===== src/hdl/pipe_slice.sv =====
module pipe_slice #(
    parameter type payload_t = logic [31:0]
) (
    input  logic     clk,
    input  logic     arst_n,
    input  logic     in_valid,
    output logic     in_ready,
    input  payload_t in_data,
    output logic     out_valid,
    input  logic     out_ready,
    output payload_t out_data
);

    // accept when empty or when the held item leaves this cycle
    assign in_ready = !out_valid || out_ready;

    always_ff @(posedge clk or negedge arst_n) begin
        if (!arst_n) begin
            out_valid <= 1'b0;
        end else if (in_ready) begin
            out_valid <= in_valid;
        end
    end

    always_ff @(posedge clk) begin
        if (in_valid && in_ready) begin
            out_data <= in_data;
        end
    end

endmodule


===== config.mk =====
export PLATFORM = sky130hd
export DESIGN_NAME = pipe_slice
export DESIGN_NICKNAME = d
export VERILOG_FILES = /design/src/hdl/pipe_slice.sv
export SDC_FILE = /design/constraint.sdc
export NUM_CORES = 1
export LEC_CHECK = 0
export ABC_AREA = 0
export BUFFER_PORTS_ARGS = -buffer_cell sky130_fd_sc_hd__buf_2
export CAP_MARGIN = 5
export CORE_MARGIN = 5
export CORE_UTILIZATION = 35
export CTS_CLUSTER_DIAMETER = 30
export DETAILED_ROUTE_END_ITERATION = 7
export GPL_ROUTABILITY_DRIVEN = 0
export PLACE_DENSITY = 0.72
export SLEW_MARGIN = 20
export SYNTH_ARGS = -nofsm -noshare
export SYNTH_HDL_FRONTEND = slang
export SYNTH_SLANG_ARGS = --single-unit

===== constraint.sdc =====
create_clock -name clk -period 1.1 [get_ports clk]
set_clock_uncertainty 0.05 [all_clocks]
set_input_delay 0.11 -clock clk [delete_from_list [all_inputs] [get_ports clk]]
set_output_delay 0.11 -clock clk [all_outputs]
set_load 0.1 [all_outputs]

# Word level (Yosys, flattened, before mapping)
# Cells that the tools add are included.
dict set report totals {
  register_bits 33
  in_bits 36
  output_inout_bits 34
  word_cells 5
}
dict set report classes {
  reduce_logical 3
}
# op count
set op_table {}
lappend op_table {{logical AND 1 bit} 1}
lappend op_table {{zero test 1 bit} 1}
lappend op_table {{logical OR 1 bit} 1}

# Depth between registers and ports, before layout
dict set report depth {
  ltp_word 3
  ltp_mapped 2
  depth_no_buf 2
}

# Worst setup path after synthesis
# OpenSTA, ideal clock, no wires.
dict set report synth_path {
  path_kind {reg-to-reg}
  start {register out_valid}
  end {register out_data[0] (netlist bit), enable pin}
  setup_ns 0.279
  t_arrival_ns 1.694
  required_ns 0.771
  slack_ns -0.923
  stages_incl_launch_ff 3
  path_buffers 0
  synth_period_minus_slack_ns 2.023
  path_cell_list {dfrtp_1 nand2b_4 and2_4}
}
dict set report synth_between {
  elab_chain_cells 3
}
# item line
set synth_rtl {}
lappend synth_rtl {{start, declared} 9} ;# output logic out_valid,
lappend synth_rtl {{start signal, assigned} 21} ;# out_valid <= in_valid;
lappend synth_rtl {{zero test 1 bit} 15} ;# assign in_ready = !out_valid || out_ready;
lappend synth_rtl {{logical OR 1 bit} 15}
lappend synth_rtl {{net in_ready} 7} ;# output logic in_ready,
lappend synth_rtl {{logical AND 1 bit} 26} ;# if (in_valid && in_ready) begin
lappend synth_rtl {{end signal, assigned} 27} ;# out_data <= in_data;
lappend synth_rtl {{end, declared} 11} ;# output payload_t out_data
# The timed path passes the listed nets, and every way through them passes these cells.
# A chain may end at the register's enable or synchronous reset.

# Worst setup path after layout
dict set report layout_path {
  start {register out_valid}
  end {register out_data[2] (netlist bit), enable pin}
}
dict set report layout_between {
  elab_chain_cells 3
}
# item line
set layout_rtl {}
lappend layout_rtl {{zero test 1 bit} 15}
lappend layout_rtl {{logical OR 1 bit} 15}
lappend layout_rtl {{logical AND 1 bit} 26}
# No other way between the ends.

==> results_dict.tcl <==
set metrics [dict create \
    status "finished with violations" \
    violations "negative setup slack" \
    layout_setup_ws_ps -277 \
    syn_area_per_cell_um2 28.2 \
    core_area_mm2 0.00276 \
    synth_ff_type "edfxtp_1" \
    critical_path.endpoint_type "flip-flop" \
    clock.fmax_mhz 726 \
    hold_class "primary input to flip-flop" \
    holdPathStages 5 \
    crit_path_max_fanout 6 \
    die_x_um 63.8 \
    start_util 0.368 \
    drv_slew 0 \
    drt_pass1_iterations 4 \
    track_usage 0.212 \
    startpoint_type "flip-flop" \
    rr_worst_depth 4 \
    ir_worst_vdd_mv 1.34 \
    fin_nets 194 \
    cp.arrival_ps 1400 \
    holdPathEnd "out_valid" \
    cts_buffer_depth 2 \
    synthTopCellsByArea "edfxtp_1, dfrtp_1, nand2b_4" \
    finalWirelength_mm 4.31 \
    postSynth.asyncResetShare 0.0303 \
    netSwitchingPower_mw 1.17 \
    antenna_found_initial 0 \
    holdCritStartpoint "out_ready" \
    row_count 19 \
    pin_count 70 \
    critPathRequiredTime_ps 1120 \
    io_buffers 69 \
    power_frac_seq 0.456 \
    reg2reg_to "out_data[2]" \
    worst_pin_slew_ps 161 \
    root_buffer "clkbuf_4" \
    pre_cts_slack_ps -128 \
    wl_per_cell_um 22.7 \
    cts.sinks 33 \
    synth.most_common_cell "edfxtp_1" \
    p_int_mw 2.18 \
    synth.distinct_cells 5 \
    holdWs_ps 218 \
    powerDensity_mw_per_mm2 1330 \
    routed-via-count 887 \
    power_mw 3.35 \
    synthCells 36 \
    insertion_delay_ps 350 \
    hold_viol 0 \
    cts_made_buffers 5 \
    fin_tns_setup_ps -9090 \
    drive_gt1_frac 0.572 \
    synth_top_cell_area_share 0.947 \
    fp.dieH_um 63.8 \
    drc 0 \
    ys_seq_area_frac 0.972 \
    ys_ff_latch 33 \
    grt_start_max_net_pins 14 \
    rr_startpoint "out_valid" \
    rrSetupSlack_ps -280 \
    cts_tree "yes" \
    synth.top_cells.by_count "edfxtp_1, and2_4, dfrtp_1, nand2b_1, nand2b_4" \
    drt_iter0_markers 23 \
    die-area_mm2 0.00408 \
    fin_area_mm2 0.00252 \
    via_per_inst 4.67 \
    htreeDepth 2 \
    slew_headroom 0.893 \
    num_antenna_cells 0 \
    synth_area_leader_cell "edfxtp_1" \
    grt_first_pass_wirelength_mm 6.18 \
    power_frac_comb 0.329 \
    grt_overflow 0 \
    fin_crit_sh 1.25 \
    areaGrowthSynthToFinish_pct 148 \
    synth-edff-count 32 \
    worstSetupPathType "flip-flop to flip-flop" \
    syn-num-nets 72 \
    dpl-instance-area_mm2 0.00197 \
    ys_warn_count 0 \
    clk_pin_slew_ps 120 \
    fin_crit_ps 1380 \
    cap_viol_max_count 0 \
    clockPowerShare 0.214 \
    grt_pass1_vias 1042 \
    leakagePower_nw 1.05 \
    grt_setup_unrepaired "yes" \
    finalSetupViolCount 66 \
    synth_area_mm2 0.00101 \
    antenna_left 0 \
    p_sw_frac 0.349 \
]
==> logic make-up (layout without fill, tap and decap cells) <==
group / count (synthesis) / in the layout / share of synthesized area
buf+inv: 0 / 123 / 0
flops: 33 / 33 / 0.972
simple gates: 3 / 3 / 0.0284
==> flip-flops by register name, summed over array words and instances (netlist names) <==
register and flops:
out_data 32, out_valid 1
==> critical path: stages, from the launching register on <==
cell	delay [ps]
dfrtp_4	510
nand2b_4	80
and2_4	180
buf_12	130
clkbuf_16	140
==> per-layer routing <==
metal | wire length, um | vias to the layer above | GRT usage
met1 | 1530 | 433 | 0.228
met5 | 0 | - | 0
li1 | - | 386 | -
met3 | 466 | 9 | 0.107
met4 | 90 | 0 | 0.0468
met2 | 2220 | 59 | 0.371
==> worst max path at each step <==
| stage | start | end | slack (ps) | cells after the start |
|---|---|---|---|---|
| 6_report | out_valid | out_data[2] | -280 | 4 |
| 5_1_grt | out_valid | in_ready | -300 | 3 |
| 4_1_cts | out_valid | in_ready | -250 | 3 |
| 3_5_place_dp | out_valid | out_data[13] | -130 | 3 |
| 3_3_place_gp | out_valid | out_data[8] | -110 | 3 |
| 2_1_floorplan | out_valid | out_data[0] | -640 | 2 |
==> repair_timing <==
action                                  4_1_cts  5_1_grt
hold buffers                                 35        0
gates cloned                                  1        3
endpoints found under the setup margin       66       66
resized for setup                             2        1
setup buffers                                 3        1
hold endpoints to repair                     34        0
==> through the flow <==
stage          std cells  utilization
2_1_floorplan         36            -
3_3_place_gp         140        0.714
3_5_place_dp         140        0.714
4_1_cts              187        0.891
5_1_grt              190        0.912
6_report             190        0.912
==> cell type report <==
type | count | area [um2]
Clock buffer | 5 | 37.5
Timing Repair Buffer | 115 | 1400
Sequential cell | 33 | 990
Fill cell | 95 | 241
Multi-Input combinational cell | 3 | 28.8
Tap cell | 31 | 38.8
Clock inverter | 3 | 22.5
==> power by group through the flow <==
stage	sequential [mW]	combinational, mW	clock [mW]
floorplan	1.99	0.0504	0
global placement	1.55	0.899	0
detailed placement	1.55	0.912	0
CTS	1.52	1.05	0.693
global route	1.53	1.13	0.788
finish	1.53	1.10	0.717
==> layout by cell type (no fill, tap or decap), types with 2 or more instances in the layout <==
cell type,n
clkinvlp_4,3
buf_2,35
clkbuf_16,3
buf_6,2
clkbuf_4,5
buf_12,38
edfxtp_1,32
buf_4,2
dlygate4sd3_1,35
(Power assumes the default switching activity.)
