<file path="src/hdl/lsq_pkg.sv">
package lsq_pkg;

    parameter int DATA_W = 32;
    parameter int ROB_ID_W = 4;

    // tag 0 means operand value is present
    parameter logic [ROB_ID_W-1:0] ZERO_ROB = '0;

    // loads first so that a load is any op up to OP_LHU
    typedef enum logic [3:0] {
        OP_LB,
        OP_LH,
        OP_LW,
        OP_LBU,
        OP_LHU,
        OP_SB,
        OP_SH,
        OP_SW
    } mem_op_e;

    typedef struct packed {
        mem_op_e               op;
        logic [DATA_W-1:0]     addr;
        logic [DATA_W-1:0]     wdata;
        logic [ROB_ID_W-1:0]   rob_id;
    } issue_req_t;

    typedef struct packed {
        logic [ROB_ID_W-1:0]   rob_id;
        logic [DATA_W-1:0]     data;
    } load_result_t;

endpackage

</file>
<file path="src/hdl/mem_access_unit.sv">
module mem_access_unit import lsq_pkg::*; #(
    parameter int RAM_ADDR_W = 10
) (
    input  logic                  clk,
    input  logic                  arst_n,
    input  logic                  req_valid,
    output logic                  req_ready,
    input  issue_req_t            req_data,
    output logic                  ram_en,
    output logic                  ram_we,
    output logic [DATA_W/8-1:0]   ram_be,
    output logic [RAM_ADDR_W-3:0] ram_addr,
    output logic [DATA_W-1:0]     ram_wdata,
    input  logic [DATA_W-1:0]     ram_rdata,
    output logic                  res_valid,
    input  logic                  res_ready,
    output load_result_t          res_data
);

    typedef enum logic [1:0] {
        S_IDLE,
        S_READ,
        S_RESP
    } state_e;

    state_e            state;
    issue_req_t        req_q;
    logic              is_store;
    logic [4:0]        shamt;
    logic [DATA_W-1:0] lane;
    logic [DATA_W-1:0] ld_data;

    assign req_ready = (state == S_IDLE);
    assign is_store  = (req_q.op >= OP_SB);
    assign shamt     = {req_q.addr[1:0], 3'b000};

    always_ff @(posedge clk or negedge arst_n) begin
        if (!arst_n) begin
            state <= S_IDLE;
        end else begin
            case (state)
                S_IDLE: begin
                    if (req_valid) begin
                        state <= S_READ;
                    end
                end
                // stores finish here, loads go on to respond
                S_READ: state <= is_store ? S_IDLE : S_RESP;
                S_RESP: begin
                    if (res_ready) begin
                        state <= S_IDLE;
                    end
                end
                default: state <= S_IDLE;
            endcase
        end
    end

    always_ff @(posedge clk) begin
        if (req_valid && req_ready) begin
            req_q <= req_data;
        end
    end

    assign ram_en    = (state == S_READ);
    assign ram_we    = ram_en && is_store;
    assign ram_addr  = req_q.addr[RAM_ADDR_W-1:2];
    assign ram_wdata = req_q.wdata << shamt;

    always_comb begin
        case (req_q.op)
            OP_SB:   ram_be = 4'b0001 << req_q.addr[1:0];
            OP_SH:   ram_be = 4'b0011 << {req_q.addr[1], 1'b0};
            OP_SW:   ram_be = 4'b1111;
            default: ram_be = 4'b0000;
        endcase
    end

    // rdata holds through respond since the RAM is idle
    assign lane = ram_rdata >> shamt;

    always_comb begin
        case (req_q.op)
            OP_LB:   ld_data = {{24{lane[7]}}, lane[7:0]};
            OP_LH:   ld_data = {{16{lane[15]}}, lane[15:0]};
            OP_LBU:  ld_data = {24'b0, lane[7:0]};
            OP_LHU:  ld_data = {16'b0, lane[15:0]};
            default: ld_data = lane;
        endcase
    end

    assign res_valid = (state == S_RESP);
    assign res_data  = '{rob_id: req_q.rob_id, data: ld_data};

endmodule

</file>
<file path="config.mk">
export PLATFORM = sky130hd
export DESIGN_NAME = mem_access_unit
export DESIGN_NICKNAME = d
export VERILOG_FILES = /design/src/hdl/lsq_pkg.sv /design/src/hdl/mem_access_unit.sv
export SDC_FILE = /design/constraint.sdc
export NUM_CORES = 1
export LEC_CHECK = 0
export ABC_AREA = 1
export BUFFER_PORTS_ARGS = -buffer_cell sky130_fd_sc_hd__buf_2
export CORE_ASPECT_RATIO = 1.1
export CORE_UTILIZATION = 44
export DETAILED_ROUTE_END_ITERATION = 6
export PLACE_DENSITY_LB_ADDON = 0.05
export SYNTH_ARGS = -nofsm -noshare
export SYNTH_HDL_FRONTEND = slang
export SYNTH_SLANG_ARGS = --single-unit
</file>
<file path="constraint.sdc">
create_clock -name clk -period 5.3 [get_ports clk]
set_input_delay 0.795 -clock clk [delete_from_list [all_inputs] [get_ports clk]]
set_output_delay 0.795 -clock clk [all_outputs]
set_load 0.05 [all_outputs]
</file>
After elaboration in Yosys (flattened, before gate mapping)
Cells that the tools add are included.
Widths: inputs -> output; s select.
{"block": "totals", "in_bits": 108, "out_inout_bits": 84, "reg_bits": 52, "wordCells": 31}
{"block": "op_classes", "reduce_logical": 5, "n_eq_ne": 10, "muxes": 6, "order_cmp": 1, "n_shift": 4}
{"op": "$pmux 32 s4", "n": 1}
{"op": "$shl 32x5->32", "n": 1}
{"op": "$shr 32x5->32", "n": 1}
{"op": "$eq 4x3->1 const B", "n": 4}
{"op": "$pmux 4 s3", "n": 1}
{"op": "$mux 2", "n": 3}
{"op": "$pmux 2 s3", "n": 1}
{"op": "$eq 4x1->1 const B", "n": 1}
{"op": "$eq 4x2->1 const B", "n": 1}
{"op": "$ge 4x3->1 const B", "n": 1}
{"op": "$logic_not 4->1", "n": 1}
{"op": "$shl 1x2->4 const A", "n": 1}
{"op": "$shl 2x2->4 const A", "n": 1}
{"op": "$eq 2x1->1 const B", "n": 1}
{"op": "$eq 2x2->1 const B", "n": 1}
{"op": "$logic_and 1x1->1", "n": 2}
{"op": "$logic_not 2->1", "n": 1}
{"op": "$ne 2x1->1 const B", "n": 1}
{"op": "$ne 2x2->1 const B", "n": 1}
{"op": "$reduce_and 2->1", "n": 1}

Logic depth before layout (Yosys ltp)
{"block": "logic_depth", "ltp_word": 3, "ltp_mapped": 9, "mapped_depth_nobuf": 7}

Least setup slack after synthesis
No wires, ideal clock.
{"block": "synth_path", "kind": "input port to flip-flop", "start": "in req_valid", "end": "reg req_q (netlist bit ram_addr[0]), enable pin", "setup_ns": 0.530, "arrival_ns": 4.437, "required_time_ns": 4.770, "path_slack_ns": 0.333, "stages": 1, "n_path_buf": 0, "cell_sequence": "nor3b_1"}
{"block": "synth_via", "elab_chain_cells": 1}
{"element": "start, declared", "line_no": "mem_access_unit.sv:6", "source": "input logic req_valid,"}
{"element": "$logic_and 1x1->1", "line_no": "mem_access_unit.sv:60", "source": "if (req_valid && req_ready) begin"}
{"element": "end signal, assigned", "line_no": "mem_access_unit.sv:61", "source": "req_q <= req_data;"}
{"element": "end, declared", "line_no": "mem_access_unit.sv:27", "source": "issue_req_t req_q;"}
Every way passes these cells.
A chain may end at the register's enable or synchronous reset.

==> flow_summary.toml <==
[run_status]
status = "complete, no violations"

[synth]
netlist-cell-type-count = 28
yosysSeqAreaShare = 0.4942
synth.cell_area_mm2 = 0.003139
yosysTopAreaCellShare = 0.4783
yosysWarnings = 0
synth_nets = 479
synthTopCellsByArea = "edfxtp_1, nand2_1, nand3_1"
syn_inst = 371
synth_top_area_cell = "edfxtp_1"
avgSynthCellArea_um2 = 8.462
synth-seq-cells = 52

[placement]
dp_worst_setup_slack_ns = 1.947
globalplace.congestion = 0.7698
place.port_buffers = 169
dp_hpwl_mm = 6.141

[sta]
rsz0062_at_grt = "false"
slew_headroom = 0.3709
worstMarginPinSlew_ns = 0.9437
worst_slack_ns = 1.652
fin_crit_sh = 0.6882
fin_setup_tns_ns = 0
fin_crit_ns = 3.648
fmax_ghz = 0.2742
setup_viol = 0
drv_slew = 0
fin_skew_ns = 0.003624
hold_viol_final = 0

[clock_tree]
clkLatencyLatePin_ns = 0.29
cts_resized = 0
cts_hold_buf = 0
clock-sinks = 52
clockRootBuffer = "clkbuf_8"
tritoncts = "yes"
cts_setup_buffers = 0
clk_pin_slew_ns = 0.09
cts_inserted_buffers = 5
clockBufferDepth = 2
cts_max_level = 2

[cells_and_area]
layout.nets = 626
utilization = 0.5934
final_cell_mix = "buf_2, nand2_1, edfxtp_1, nand3_1, nor2_1"
drive_above_1_share = 0.3873
area_delta_synth_final_pct = 27.58
antenna-diode-count = 0
final_common_cell = "buf_2"

[setup_path]
start_kind = "flip-flop"
critPathMaxFanout = 35
path_class = "reg2out"
rr_startpoint = "state[1]$_DFFE_PN0P_"
crit_top_cell = "nand2_1"
rrSetupSlack_ns = 3.76
reg2regPathDepth = 2
crit_path_cell_trace = "inv_4, nor2_4, nand2_1, nand3_1, nand2_1, nand2_1, buf_2"
r2r_end = "req_q[30]$_DFFE_PP_"
cp.required_ns = 4.51
critPathArrivalTime_ns = 2.85
endpoint_kind = "output pin"
cpPeakStageDelay_ns = 0.98
crit_slowest_cell = "edfxtp_1"

[routing]
avgViaCountPerCell = 5.065
drt_iter0_markers = 144
drt_first_pass_iters = 5
wl_per_cell_um = 14.09
ant_nets = 0
vias = 3044
drc = 0
drt-total-wl_mm = 8.471

[floorplan]
initial_core_util = 0.4651
ios = 192
die_h_um = 90.59
rows = 31
die_x_um = 82.54
core_mm2 = 0.006749
die_area_mm2 = 0.007477

[pwr]
p_switching_w = 0.0005504
total_power_w = 0.001306
vdd_drop_max_mv = 0.2096
pwr-share-comb = 0.399
power.density_mw_per_mm2 = 326.0
power_leakage_nw = 2.142
p_int_w = 0.0007553
seq_power_share = 0.396
switching_share = 0.4216
clock_power_share = 0.205

[grt]
overflow = 0
grt_start_max_net_pins = 51
antenna_found_initial = 0
gr-usage-all-layers = 0.2246
grt_pass1_vias = 2804
grt_pass1_wl_mm = 12.82

[hold_path]
hp-class = "in2async"

[flow_run]
maxCapViolCount = 0
how the worst max path moves through the flow:
stage          cells after the start               endpoint           startpoint  slack (ns)
2_1_floorplan                      1  ram_addr[0]$_DFFE_PP_            req_valid        0.33
3_3_place_gp                       7           res_data[10]  req_q[36]$_DFFE_PP_        1.99
3_5_place_dp                       7           res_data[10]  req_q[36]$_DFFE_PP_        1.95
4_1_cts                            7           res_data[10]  req_q[36]$_DFFE_PP_        1.60
5_1_grt                            7            res_data[9]  req_q[36]$_DFFE_PP_        1.38
6_report                           7           res_data[10]  req_q[36]$_DFFE_PP_        1.65
through the flow:
stage | hold WS, ns | area, µm² | cells
6_report | 0.2650 | 4005 | 601
5_1_grt | 0.2430 | 4005 | 601
4_1_cts | 0.2528 | 4005 | 601
3_5_place_dp | 0.4935 | 3894 | 593
3_3_place_gp | 0.4874 | 3894 | 593
2_1_floorplan | 0.4531 | 3139 | 371
state kept, by name, indices dropped and copies added (netlist names):
name      count
req_q        38
ram_addr      8
res_data      4
state         2
layout make-up:
type,count,area (µm²)
Clock buffer,5,68.82
Clock inverter,3,42.54
Fill cell,645,2744
Inverter,28,107.6
Multi-Input combinational cell,259,1264
Sequential cell,52,1551
Tap cell,82,102.6
Timing Repair Buffer,172,868.3
synthesized netlist by cell type:
cell	n
a21oi_1	7
a22oi_1	20
and2_1	1
buf_2	12
buf_4	15
buf_6	4
clkbuf_1	1
dfrtp_1	2
edfxtp_1	50
inv_1	24
inv_2	3
inv_4	1
nand2_1	119
nand2_2	2
nand2_4	1
nand3_1	32
nand3_2	11
nor2_1	30
nor2_2	2
nor2_4	1
nor3_1	2
nor3b_1	2
o211ai_1	2
o21ai_0	8
o21ai_1	14
o21bai_1	1
o221ai_1	3
o22ai_1	1
worst max-delay path: cells and delay by family, from the launching register on:
| kind | cells | cell delay [ns] |
|---|---|---|
| flip-flops | 1 | 0.98 |
| AND/OR/NAND/NOR | 5 | 0.93 |
| buffers and inverters | 2 | 0.63 |
power by group through the flow:
stage / clock network (W) / logic [W] / registers (W)
3_3_place_gp: 0 / 0.000520 / 0.000525
6_report: 0.000268 / 0.000521 / 0.000517
2_1_floorplan: 0 / 0.000410 / 0.000521
4_1_cts: 0.000277 / 0.000525 / 0.000517
3_5_place_dp: 0 / 0.000524 / 0.000526
5_1_grt: 0.000291 / 0.000557 / 0.000521
metal layers:
metal,wire length [µm],global-route usage,up-vias
met5,0,0,-
met4,61,0.05316,0
met3,760,0.05859,4
met2,4203,0.3877,129
met1,3444,0.2746,1376
li1,-,-,1535
cell families after synthesis:
family | after synthesis | synth area share
AND/OR/NAND/NOR | 203 | 0.2894
AO/OA/AOI/OAI | 56 | 0.1116
flip-flops | 52 | 0.4942
buffers and inverters | 60 | 0.1048
No activity file was read; power rests on OpenSTA's default activity.
