## config.mk

```make
export PLATFORM = sky130hd
export DESIGN_NAME = lsb_queue
export DESIGN_NICKNAME = d
export VERILOG_FILES = /design/src/hdl/lsq_pkg.sv /design/src/hdl/operand_capture.sv /design/src/hdl/lsb_queue.sv
export SDC_FILE = /design/constraint.sdc
export NUM_CORES = 2
export LEC_CHECK = 0
export BUFFER_PORTS_ARGS = -buffer_cell sky130_fd_sc_hd__buf_2
export CAP_MARGIN = 30
export CORE_AREA = 2 2 363 365
export CTS_CLUSTER_SIZE = 16
export DETAILED_ROUTE_END_ITERATION = 6
export DIE_AREA = 0 0 365 367
export GPL_ROUTABILITY_DRIVEN = 0
export SYNTH_ARGS = -nofsm -noshare
export SYNTH_HDL_FRONTEND = slang
export SYNTH_SLANG_ARGS = --single-unit
```

## constraint.sdc

```tcl
create_clock -name clk -period 13.4 [get_ports clk]
set_clock_uncertainty 0.15 [all_clocks]
set_input_delay 2.01 -clock clk [delete_from_list [all_inputs] [get_ports clk]]
set_output_delay 2.01 -clock clk [all_outputs]
set_load 0.005 [all_outputs]
```

## src/hdl/lsq_pkg.sv

```systemverilog
package lsq_pkg;

    parameter int DATA_W = 32;
    parameter int ROB_ID_W = 4;

    // tag 0 means operand value is present
    parameter logic [ROB_ID_W-1:0] ZERO_ROB = '0;

    // loads first so that a load is any op up to OP_LHU
    typedef enum logic [3:0] {
        OP_LB,
        OP_LH,
        OP_LW,
        OP_LBU,
        OP_LHU,
        OP_SB,
        OP_SH,
        OP_SW
    } mem_op_e;

    typedef struct packed {
        mem_op_e               op;
        logic [DATA_W-1:0]     addr;
        logic [DATA_W-1:0]     wdata;
        logic [ROB_ID_W-1:0]   rob_id;
    } issue_req_t;

    typedef struct packed {
        logic [ROB_ID_W-1:0]   rob_id;
        logic [DATA_W-1:0]     data;
    } load_result_t;

endpackage

```

## src/hdl/operand_capture.sv

```systemverilog
module operand_capture import lsq_pkg::*; (
    input  logic [DATA_W-1:0]   disp_v1,
    input  logic [ROB_ID_W-1:0] disp_q1,
    input  logic [DATA_W-1:0]   disp_v2,
    input  logic [ROB_ID_W-1:0] disp_q2,
    input  logic                alu_cdb_valid,
    input  logic [ROB_ID_W-1:0] alu_cdb_rob_id,
    input  logic [DATA_W-1:0]   alu_cdb_data,
    input  logic                ld_cdb_valid,
    input  logic [ROB_ID_W-1:0] ld_cdb_rob_id,
    input  logic [DATA_W-1:0]   ld_cdb_data,
    output logic [DATA_W-1:0]   cap_v1,
    output logic [ROB_ID_W-1:0] cap_q1,
    output logic [DATA_W-1:0]   cap_v2,
    output logic [ROB_ID_W-1:0] cap_q2
);

    // returns {tag, value} after looking at both buses, alu first
    function automatic logic [ROB_ID_W+DATA_W-1:0] pick(
        input logic [ROB_ID_W-1:0] q,
        input logic [DATA_W-1:0]   v
    );
        logic [ROB_ID_W+DATA_W-1:0] res;
        res = {q, v};
        if (q != ZERO_ROB) begin
            if (alu_cdb_valid && q == alu_cdb_rob_id) begin
                res = {ZERO_ROB, alu_cdb_data};
            end else if (ld_cdb_valid && q == ld_cdb_rob_id) begin
                res = {ZERO_ROB, ld_cdb_data};
            end
        end
        return res;
    endfunction

    always_comb begin
        {cap_q1, cap_v1} = pick(disp_q1, disp_v1);
        {cap_q2, cap_v2} = pick(disp_q2, disp_v2);
    end

endmodule

```

## src/hdl/lsb_queue.sv

```systemverilog
module lsb_queue import lsq_pkg::*; #(
    parameter int LSB_DEPTH = 8
) (
    input  logic                clk,
    input  logic                arst_n,
    input  logic                disp_valid,
    output logic                disp_ready,
    input  mem_op_e             disp_op,
    input  logic [DATA_W-1:0]   disp_v1,
    input  logic [ROB_ID_W-1:0] disp_q1,
    input  logic [DATA_W-1:0]   disp_v2,
    input  logic [ROB_ID_W-1:0] disp_q2,
    input  logic [DATA_W-1:0]   disp_imm,
    input  logic [ROB_ID_W-1:0] disp_rob_id,
    input  logic                commit_valid,
    input  logic [ROB_ID_W-1:0] commit_rob_id,
    input  logic                rollback,
    input  logic                alu_cdb_valid,
    input  logic [ROB_ID_W-1:0] alu_cdb_rob_id,
    input  logic [DATA_W-1:0]   alu_cdb_data,
    input  logic                ld_cdb_valid,
    input  logic [ROB_ID_W-1:0] ld_cdb_rob_id,
    input  logic [DATA_W-1:0]   ld_cdb_data,
    output logic                iss_valid,
    input  logic                iss_ready,
    output mem_op_e             iss_op,
    output logic [DATA_W-1:0]   iss_addr,
    output logic [DATA_W-1:0]   iss_wdata,
    output logic [ROB_ID_W-1:0] iss_rob_id
);

    localparam int PTR_W = (LSB_DEPTH > 1) ? $clog2(LSB_DEPTH) : 1;
    localparam int CNT_W = $clog2(LSB_DEPTH + 1);

    logic [PTR_W-1:0]     head, tail, st_tail;
    logic [PTR_W-1:0]     head_nxt, tail_nxt;
    logic [CNT_W-1:0]     count, st_dist;
    logic                 st_valid;
    logic [LSB_DEPTH-1:0] busy, committed;

    mem_op_e             op     [LSB_DEPTH];
    logic [DATA_W-1:0]   v1     [LSB_DEPTH];
    logic [ROB_ID_W-1:0] q1     [LSB_DEPTH];
    logic [DATA_W-1:0]   v2     [LSB_DEPTH];
    logic [ROB_ID_W-1:0] q2     [LSB_DEPTH];
    logic [DATA_W-1:0]   imm    [LSB_DEPTH];
    logic [ROB_ID_W-1:0] rob_id [LSB_DEPTH];

    logic [DATA_W-1:0]   cap_v1, cap_v2;
    logic [ROB_ID_W-1:0] cap_q1, cap_q2;
    logic                disp_fire, iss_fire, head_is_load;

    function automatic logic [PTR_W-1:0] ptr_inc(input logic [PTR_W-1:0] p);
        return (p == PTR_W'(LSB_DEPTH - 1)) ? '0 : p + 1'b1;
    endfunction

    assign head_nxt = ptr_inc(head);
    assign tail_nxt = ptr_inc(tail);

    // entries from head up to the newest committed store, minus one
    assign st_dist = (st_tail >= head) ? CNT_W'(st_tail - head)
                                       : CNT_W'(st_tail) + CNT_W'(LSB_DEPTH) - CNT_W'(head);

    operand_capture u_capture (
        .disp_v1        (disp_v1),
        .disp_q1        (disp_q1),
        .disp_v2        (disp_v2),
        .disp_q2        (disp_q2),
        .alu_cdb_valid  (alu_cdb_valid),
        .alu_cdb_rob_id (alu_cdb_rob_id),
        .alu_cdb_data   (alu_cdb_data),
        .ld_cdb_valid   (ld_cdb_valid),
        .ld_cdb_rob_id  (ld_cdb_rob_id),
        .ld_cdb_data    (ld_cdb_data),
        .cap_v1         (cap_v1),
        .cap_q1         (cap_q1),
        .cap_v2         (cap_v2),
        .cap_q2         (cap_q2)
    );

    assign disp_ready = (count != CNT_W'(LSB_DEPTH)) && !rollback;
    assign disp_fire  = disp_valid && disp_ready;

    // a load at the head is squashed by rollback, a committed store is not
    assign head_is_load = (op[head] <= OP_LHU);
    assign iss_valid = busy[head] && q1[head] == ZERO_ROB && q2[head] == ZERO_ROB
                       && (head_is_load ? !rollback : committed[head]);
    assign iss_fire   = iss_valid && iss_ready;
    assign iss_op     = op[head];
    assign iss_addr   = v1[head] + imm[head];
    assign iss_wdata  = v2[head];
    assign iss_rob_id = rob_id[head];

    always_ff @(posedge clk or negedge arst_n) begin
        if (!arst_n) begin
            head      <= '0;
            tail      <= '0;
            count     <= '0;
            st_tail   <= '0;
            st_valid  <= 1'b0;
            busy      <= '0;
            committed <= '0;
        end else begin
            if (iss_fire) begin
                head            <= head_nxt;
                busy[head]      <= 1'b0;
                committed[head] <= 1'b0;
                if (st_valid && st_tail == head) begin
                    st_valid <= 1'b0;
                end
            end
            if (rollback) begin
                for (int i = 0; i < LSB_DEPTH; i++) begin
                    if (!committed[i] || op[i] <= OP_LHU) begin
                        busy[i] <= 1'b0;
                    end
                end
                if (st_valid && !(iss_fire && st_tail == head)) begin
                    tail  <= ptr_inc(st_tail);
                    count <= st_dist + CNT_W'(1) - CNT_W'(iss_fire);
                end else begin
                    tail  <= iss_fire ? head_nxt : head;
                    count <= '0;
                end
            end else begin
                if (commit_valid) begin
                    for (int i = 0; i < LSB_DEPTH; i++) begin
                        if (busy[i] && rob_id[i] == commit_rob_id) begin
                            committed[i] <= 1'b1;
                            if (op[i] >= OP_SB) begin
                                st_tail  <= PTR_W'(i);
                                st_valid <= 1'b1;
                            end
                        end
                    end
                end
                if (disp_fire) begin
                    busy[tail]      <= 1'b1;
                    committed[tail] <= 1'b0;
                    tail            <= tail_nxt;
                end
                count <= count + CNT_W'(disp_fire) - CNT_W'(iss_fire);
            end
        end
    end

    // operand wakeup, alu bus wins a tie
    always_ff @(posedge clk) begin
        for (int i = 0; i < LSB_DEPTH; i++) begin
            if (alu_cdb_valid && q1[i] == alu_cdb_rob_id) begin
                v1[i] <= alu_cdb_data;
                q1[i] <= ZERO_ROB;
            end else if (ld_cdb_valid && q1[i] == ld_cdb_rob_id) begin
                v1[i] <= ld_cdb_data;
                q1[i] <= ZERO_ROB;
            end
            if (alu_cdb_valid && q2[i] == alu_cdb_rob_id) begin
                v2[i] <= alu_cdb_data;
                q2[i] <= ZERO_ROB;
            end else if (ld_cdb_valid && q2[i] == ld_cdb_rob_id) begin
                v2[i] <= ld_cdb_data;
                q2[i] <= ZERO_ROB;
            end
        end
        if (disp_fire) begin
            op[tail]     <= disp_op;
            v1[tail]     <= cap_v1;
            q1[tail]     <= cap_q1;
            v2[tail]     <= cap_v2;
            q2[tail]     <= cap_q2;
            imm[tail]    <= disp_imm;
            rob_id[tail] <= disp_rob_id;
        end
    end

endmodule

```

# After elaboration in Yosys (flattened, before gate mapping)
# Memory sizes are Yosys's and may differ from the RTL's.
# Cells that the tools add are included.
# W data, S select, Z words.
[classes]
n_addsub = 11
n_lt_le_gt_ge = 22
n_mux = 207
reduce_logical = 79
n_eq_ne = 49
n_bitwise = 39
[op_table]
columns = ["cell", "count"]
rows = [
  ["$mux W32", 16],
  ["$mux W36", 6],
  ["$eq A4 B4 Y1", 44],
  ["$mux W1", 127],
  ["$mux W3", 27],
  ["$mux W4", 19],
  ["$mux W8", 8],
  ["$logic_and A1 B1 Y1", 55],
  ["$le A4 B3 Y1 const B", 9],
  ["$add A32 B32 Y32", 1],
  ["$ge A4 B3 Y1 const B", 8],
  ["$or A1 B1 Y1", 32],
  ["$and A8 B8 Y8", 3],
  ["$not A8 Y8", 2],
  ["$logic_not A1 Y1", 10],
  ["$add A3 B1 Y3 const B", 3],
  ["$eq A3 B3 Y1 const B", 3],
  ["$logic_not A4 Y1", 2],
  ["$logic_or A1 B1 Y1", 8],
  ["$lt A3 B4 Y1 const B", 2],
  ["$or A8 B8 Y8", 1],
  ["$reduce_bool A4 Y1", 2],
  ["$sub A4 B1 Y4", 2],
  ["$bmux W1 S3", 2],
  ["13 further kinds", 15],
]
[word_totals]
elab_cells = 421
ramBits = 896
regBits = 30
out_inout_bits = 74
input_bits = 196
mem_count = 7
[mem_list]
columns = ["name", "depth", "word_bits", "read_ports", "rd_clocked_by_memory_dff", "write_ports", "line_no", "source"]
rows = [
  ["imm", 8, 32, 1, 0, 1, "lsb_queue.sv:46", "logic [DATA_W-1:0] imm [LSB_DEPTH];"],
  ["v1", 8, 32, 1, 0, 9, "lsb_queue.sv:42", "logic [DATA_W-1:0] v1 [LSB_DEPTH];"],
  ["v2", 8, 32, 1, 0, 9, "lsb_queue.sv:44", "logic [DATA_W-1:0] v2 [LSB_DEPTH];"],
  ["op", 8, 4, 9, 0, 1, "lsb_queue.sv:41", "mem_op_e op [LSB_DEPTH];"],
  ["q1", 8, 4, 9, 0, 9, "lsb_queue.sv:43", "logic [ROB_ID_W-1:0] q1 [LSB_DEPTH];"],
  ["q2", 8, 4, 9, 0, 9, "lsb_queue.sv:45", "logic [ROB_ID_W-1:0] q2 [LSB_DEPTH];"],
  ["1 more memories", "n/a", "n/a", "n/a", "n/a", "n/a", "n/a", ""],
]

# Logic depth before layout (Yosys ltp)
[depth]
depth_word = 29
mapped_depth = 20

# Cells and area by module
# Synthesis repeated with hierarchy kept, for this count alone.
[unflattened]
hier_cells = 4554
hier_area_um2 = 51381.8
[modules_own_cells]
columns = ["module", "cells_per_inst", "seq_area_each_um2", "n_inst", "area_each_um2"]
rows = [
  ["lsb_queue", 4292, 27656.5, 1, 49501.2],
  ["operand_capture", 262, 0.0, 1, 1880.6],
]

# Least setup slack after synthesis
# Ideal clock, no wire load.
[synth_path]
path_type = "reg2out"
startpoint = "reg head[2]"
endpoint = "out iss_addr[28]"
setup_slack_ns = 6.943
path_stages_with_launch = 21
t_required_ns = 11.240
t_arrival_ns = 4.297
cell_sequence = "dfrtp_1 buf_4 buf_2 or2_2 clkbuf_1 nor2_4 clkbuf_1 clkbuf_1 a22oi_1 nand3_1 ha_1 inv_1 fa_1 nor2b_1 o21ai_0 a21oi_1 o311ai_0 a21o_1 o21ai_1 a21oi_1 o211ai_1"
[synth_via]
elab_chain_cells = 2
[synth_rtl]
columns = ["item", "line_no", "source"]
rows = [
  ["start: declaration", "lsb_queue.sv:35", "logic [PTR_W-1:0] head, tail, st_tail;"],
  ["start signal: assignment", "lsb_queue.sv:105", "head <= head_nxt;"],
  ["$mem_v2 Z8 W32, on equally long branches", "n/a", ""],
  ["$add A32 B32 Y32 *", "lsb_queue.sv:90", "assign iss_addr = v1[head] + imm[head];"],
  ["end: declaration", "lsb_queue.sv:27", "output logic [DATA_W-1:0] iss_addr,"],
]
# Mark *: on every way between the ends. The rest lies on a longest branch, timed or not.

# Worst setup path in the final report
[layout_path]
startpoint = "reg head[2]"
endpoint = "out iss_addr[31]"
# Same word-level chain as after synthesis.

==> summary.md <==
| Metric | Value |
|---|---|
| Row cnt | 133 |
| Core area | between 100,000 and 150,000 sq um |
| Post-Syn Area | approximately 50,000 sq um |
| Clk slew on worst S/H paths | approximately 0.060 ns |
| GRT Overall Usage | 27.5% |
| CTS Buffer Depth | 3 |
| Routed WL per cell | 29.7 microns |
| Routed vias | 39,200 |
| Drt via density | slightly above 6 |
| Die height | about 370 microns |
| Drt total wl | about 190,000 microns |
| Final net count | roughly 4,800 |
| Max incr delay on CP | 0.91 ns |
| Crit path cell chain | buf_4 -> nand2_1 -> nor2_4 -> buf_4 -> buf_4 -> a22o_1 -> a221oi_1 -> nand3_1 -> ha_1 -> and3_1 -> nand3_1 -> o2111a_1 -> nor3_1 -> o21ai_0 -> a31oi_1 -> mux2_2 -> nor4b_2 -> buf_2 |
| Critical Path AT | 7.68 ns |
| Yosys cell types | 79 |
| Area delta synth->final | 11.8% |
| Power Density | 137 nW/um^2 |
| Initial antenna violation count | 27 |
| Setup-failing EPs final | 0 |
| Root buffer cell | clkbuf_16 |
| DR iter-0 viols | about 5,300 |
| Final Util | 43.1% |
| Post-layout min period | 9.84 ns |
| Length of the first detailed-routing pass in iterations | 6 |
| PortBufs | 269 |
| Req. time, crit path | 11.24 ns |
| Starting Density | about two fifths |
| DPL Wire Length | 113,000 microns |
| Global route total overflow | 0 |
| Final Max Tran Viols | 0 |
| Fraction of layout cells with a size suffix above 1 | 13.0% |
| Commonest register cell after synthesis | edfxtp_1 |
| Die area | 134,000 sq um |
| Mapped Avg Cell Area | 11.2 sq um |
| TritonCTS clock tree | built |
| Family with the most delay on the worst path | simple AND/OR/NAND/NOR gates |
| Residual DRC count | 0 |
| Maximum number of pins on one net before global-route repair | between 100 and 150 |
| Clk sinks | around 930 |
| Lkg Pwr | around 18 nW |
| Vias in the first global route | 37,500 |
| Storage element area | 27,700 sq um |
| CP dominant cell by count | buf_4 |
| Gate Count Post-Synth | ~4,500 |
| H-tree depth | 3 |
| Post CTS Setup Buffer Count | 0 |
| Fill count | between 10,000 and 15,000 |
| #FFs+latches synth | 926 |
| Worst Path Class, Setup | flop to primary output |
| Tcrit/Tclk final | approximately 73% |
| Maximum clock frequency | around 0.1 GHz |
| Startpoint Class | flop |
| First-pass GRT wire length | 271,000 microns |
| Endpoints failing hold | 0 |
| Setup crit end kind | primary output |
| Post-DRT Antenna Nets | 0 |
| Syn Nets | 4,761 |
| CP max stage cell | dfrtp_4 |
| RSZ-0062 raised after global routing | no |
| Max_cap viols | 0 |
| Die width | 365 microns |
| EDFF count, synth | about 900 |
| CP bufs+invs | 4 |
| Clk_lat worst skew | ~0.7 ns |
| Crit-path max FO | 45 |
| Hold buffers post-CTS | 0 |
| Worst-margin pin slew | 1.10 ns |
| CTS Buf Count | between 90 and 100 |
| Multi-input logic area | 21,000 sq um |
| Hold crit path type | flop to flop |
| Max_slew headroom | a little over a quarter |
| Setup TNS | 0 ns |
| YS warnings | 0 |
| Status | finished, final reports clean |
| Synth async-reset ratio | 3.24% |
| Post-CTS sizing | 0 |
| Seq/Total Area, Yosys | 54.9% |
| VDD IR-drop max | 0.116 mV |
| IO Count | 270 |
routing by layer:
layer / global-route usage, % / wire length (microns) / part of all wire [%] / vias up
met5: 0 / 202 / 0.11 / -
met4: 10.2 / 6700 / 3.5 / 30
li1: - / - / - / 16900
met2: 43.4 / 86600 / 46 / 2343
met1: 37.6 / 76100 / 40 / 19400
met3: 5.08 / 19300 / 10 / 429
worst reg2reg max path: cells and delay by family, from the launching register on:
| family | cells | cell delay (ns) |
|---|---|---|
| buf+inv | 4 | 1.32 |
| compound gates | 4 | 1.23 |
| flops | 1 | 0.91 |
| simple gates | 3 | 0.88 |
| fa+ha+maj | 3 | 0.54 |
| xor+xnor | 3 | 0.47 |
cell usage after synthesis, types with 51 or more instances:
cell type | n | area share (%)
xnor2_1 | 66 | 1.1
a2bb2oi_1 | 62 | 1.1
edfxtp_1 | 896 | 53
mux2i_1 | 560 | 11
nand2_1 | 635 | 4.7
a221oi_1 | 71 | 1.2
nand3_1 | 105 | 1.0
o21ai_0 | 567 | 5.6
xor2_1 | 141 | 2.5
clkbuf_1 | 290 | 2.2
a21oi_1 | 60 | 0.60
a22oi_1 | 182 | 2.7
buf_1 | 89 | 0.66
nor2_1 | 164 | 1.2
buf_2 | 62 | 0.62
o22ai_1 | 77 | 0.96
a22o_1 | 51 | 0.89
sequential cells by signal, summed over array words and instances, names as in the netlist:
register   cells
busy           8
committed      8
count          4
head           3
imm          256
op            32
q1            32
q2            32
rob_id        32
st_tail        3
st_valid       1
tail           3
v1           256
v2           256
worst paths after layout:
path | startpoint | endpoint | slack, ns | depth (start not counted)
min | committed[2]$_DFF_PN0_ | committed[2]$_DFF_PN0_ | 0.40 | 2
max | head[2]$_DFF_PN0_ | iss_addr[31] | 3.56 | 18
min in group asynchronous | arst_n | count[3]$_DFF_PN0_ | 1.26 | 1
max reg2reg | head[2]$_DFF_PN0_ | count[3]$_DFF_PN0_ | 7.83 | 17
min reg2reg | committed[2]$_DFF_PN0_ | committed[2]$_DFF_PN0_ | 0.40 | 2
max in group asynchronous | arst_n | head[2]$_DFF_PN0_ | 11.24 | 1
layout by cell type (no fill, tap or decap), types with 16 or more instances in the layout:
cell type	netlist	final
a31oi_1	17	17
clkinv_2	0	20
nand3_1	105	103
a221o_1	16	16
buf_2	62	271
a21o_1	19	19
edfxtp_1	896	896
inv_1	37	29
o21ai_0	567	567
nor3_1	33	33
mux2_2	22	22
a22oi_1	182	182
a22o_1	51	51
clkbuf_16	0	100
dfrtp_1	30	27
a21oi_1	60	60
a221oi_1	71	71
mux2i_1	560	560
ha_1	48	48
nor2_4	1	23
nor4_1	28	28
nand4_1	16	16
o22ai_1	77	77
nor2_1	164	141
xor2_1	141	141
clkinv_1	0	20
buf_4	3	79
clkbuf_1	290	22
nand2_1	635	627
a2bb2oi_1	62	62
xnor2_1	66	66
stage by stage:
step | instances | total power [mW] | hold WS (ns) | setup WS, ns | cell area [sq um]
final | 6363 | 7.72 | 0.401 | 3.56 | 56300
after global routing | 6362 | 7.96 | 0.431 | 3.28 | 56300
after CTS | 6357 | 7.71 | 0.395 | 3.50 | 56200
after detailed placement | 6171 | 4.99 | 0.382 | 4.26 | 53000
after global placement | 6167 | 4.96 | 0.370 | 4.36 | 53000
after floorplan | 4513 | 4.40 | 0.330 | 6.94 | 50300
logic make-up (layout without fill, tap and decap cells):
group	Yosys count	after routing	share of synthesized area, %
muxes	594	594	12.1
DFF	926	926	54.9
adders and majority gates	52	52	1.35
and+or+nand+nor	1058	1058	8.99
other	0	3	0
AOI/OAI and AO/OA	1189	1189	15.1
xor gates and xnor gates	208	208	3.63
buffers and inverters	486	578	3.85
final cells by class:
cell class	instances	share of cell area (%)
Clock inverter	58	0.994
Antenna cell	3	0.0133
Sequential cell	926	49.2
Tap cell	1755	3.90
Timing Repair Buffer	353	3.58
Inverter	39	0.331
Clock buffer	128	4.74
Multi-Input combinational cell	3101	37.3
where the power goes:
| part | total [mW] | switching, mW | internal, mW |
|---|---|---|---|
| Sequential | 3.55 | 0.0859 | 3.46 |
| Clock | 2.77 | 1.21 | 1.56 |
| Combinational | 1.40 | 0.958 | 0.444 |
| Total | 7.72 | 2.25 | 5.47 |
Power figures use the tool's default switching activity.
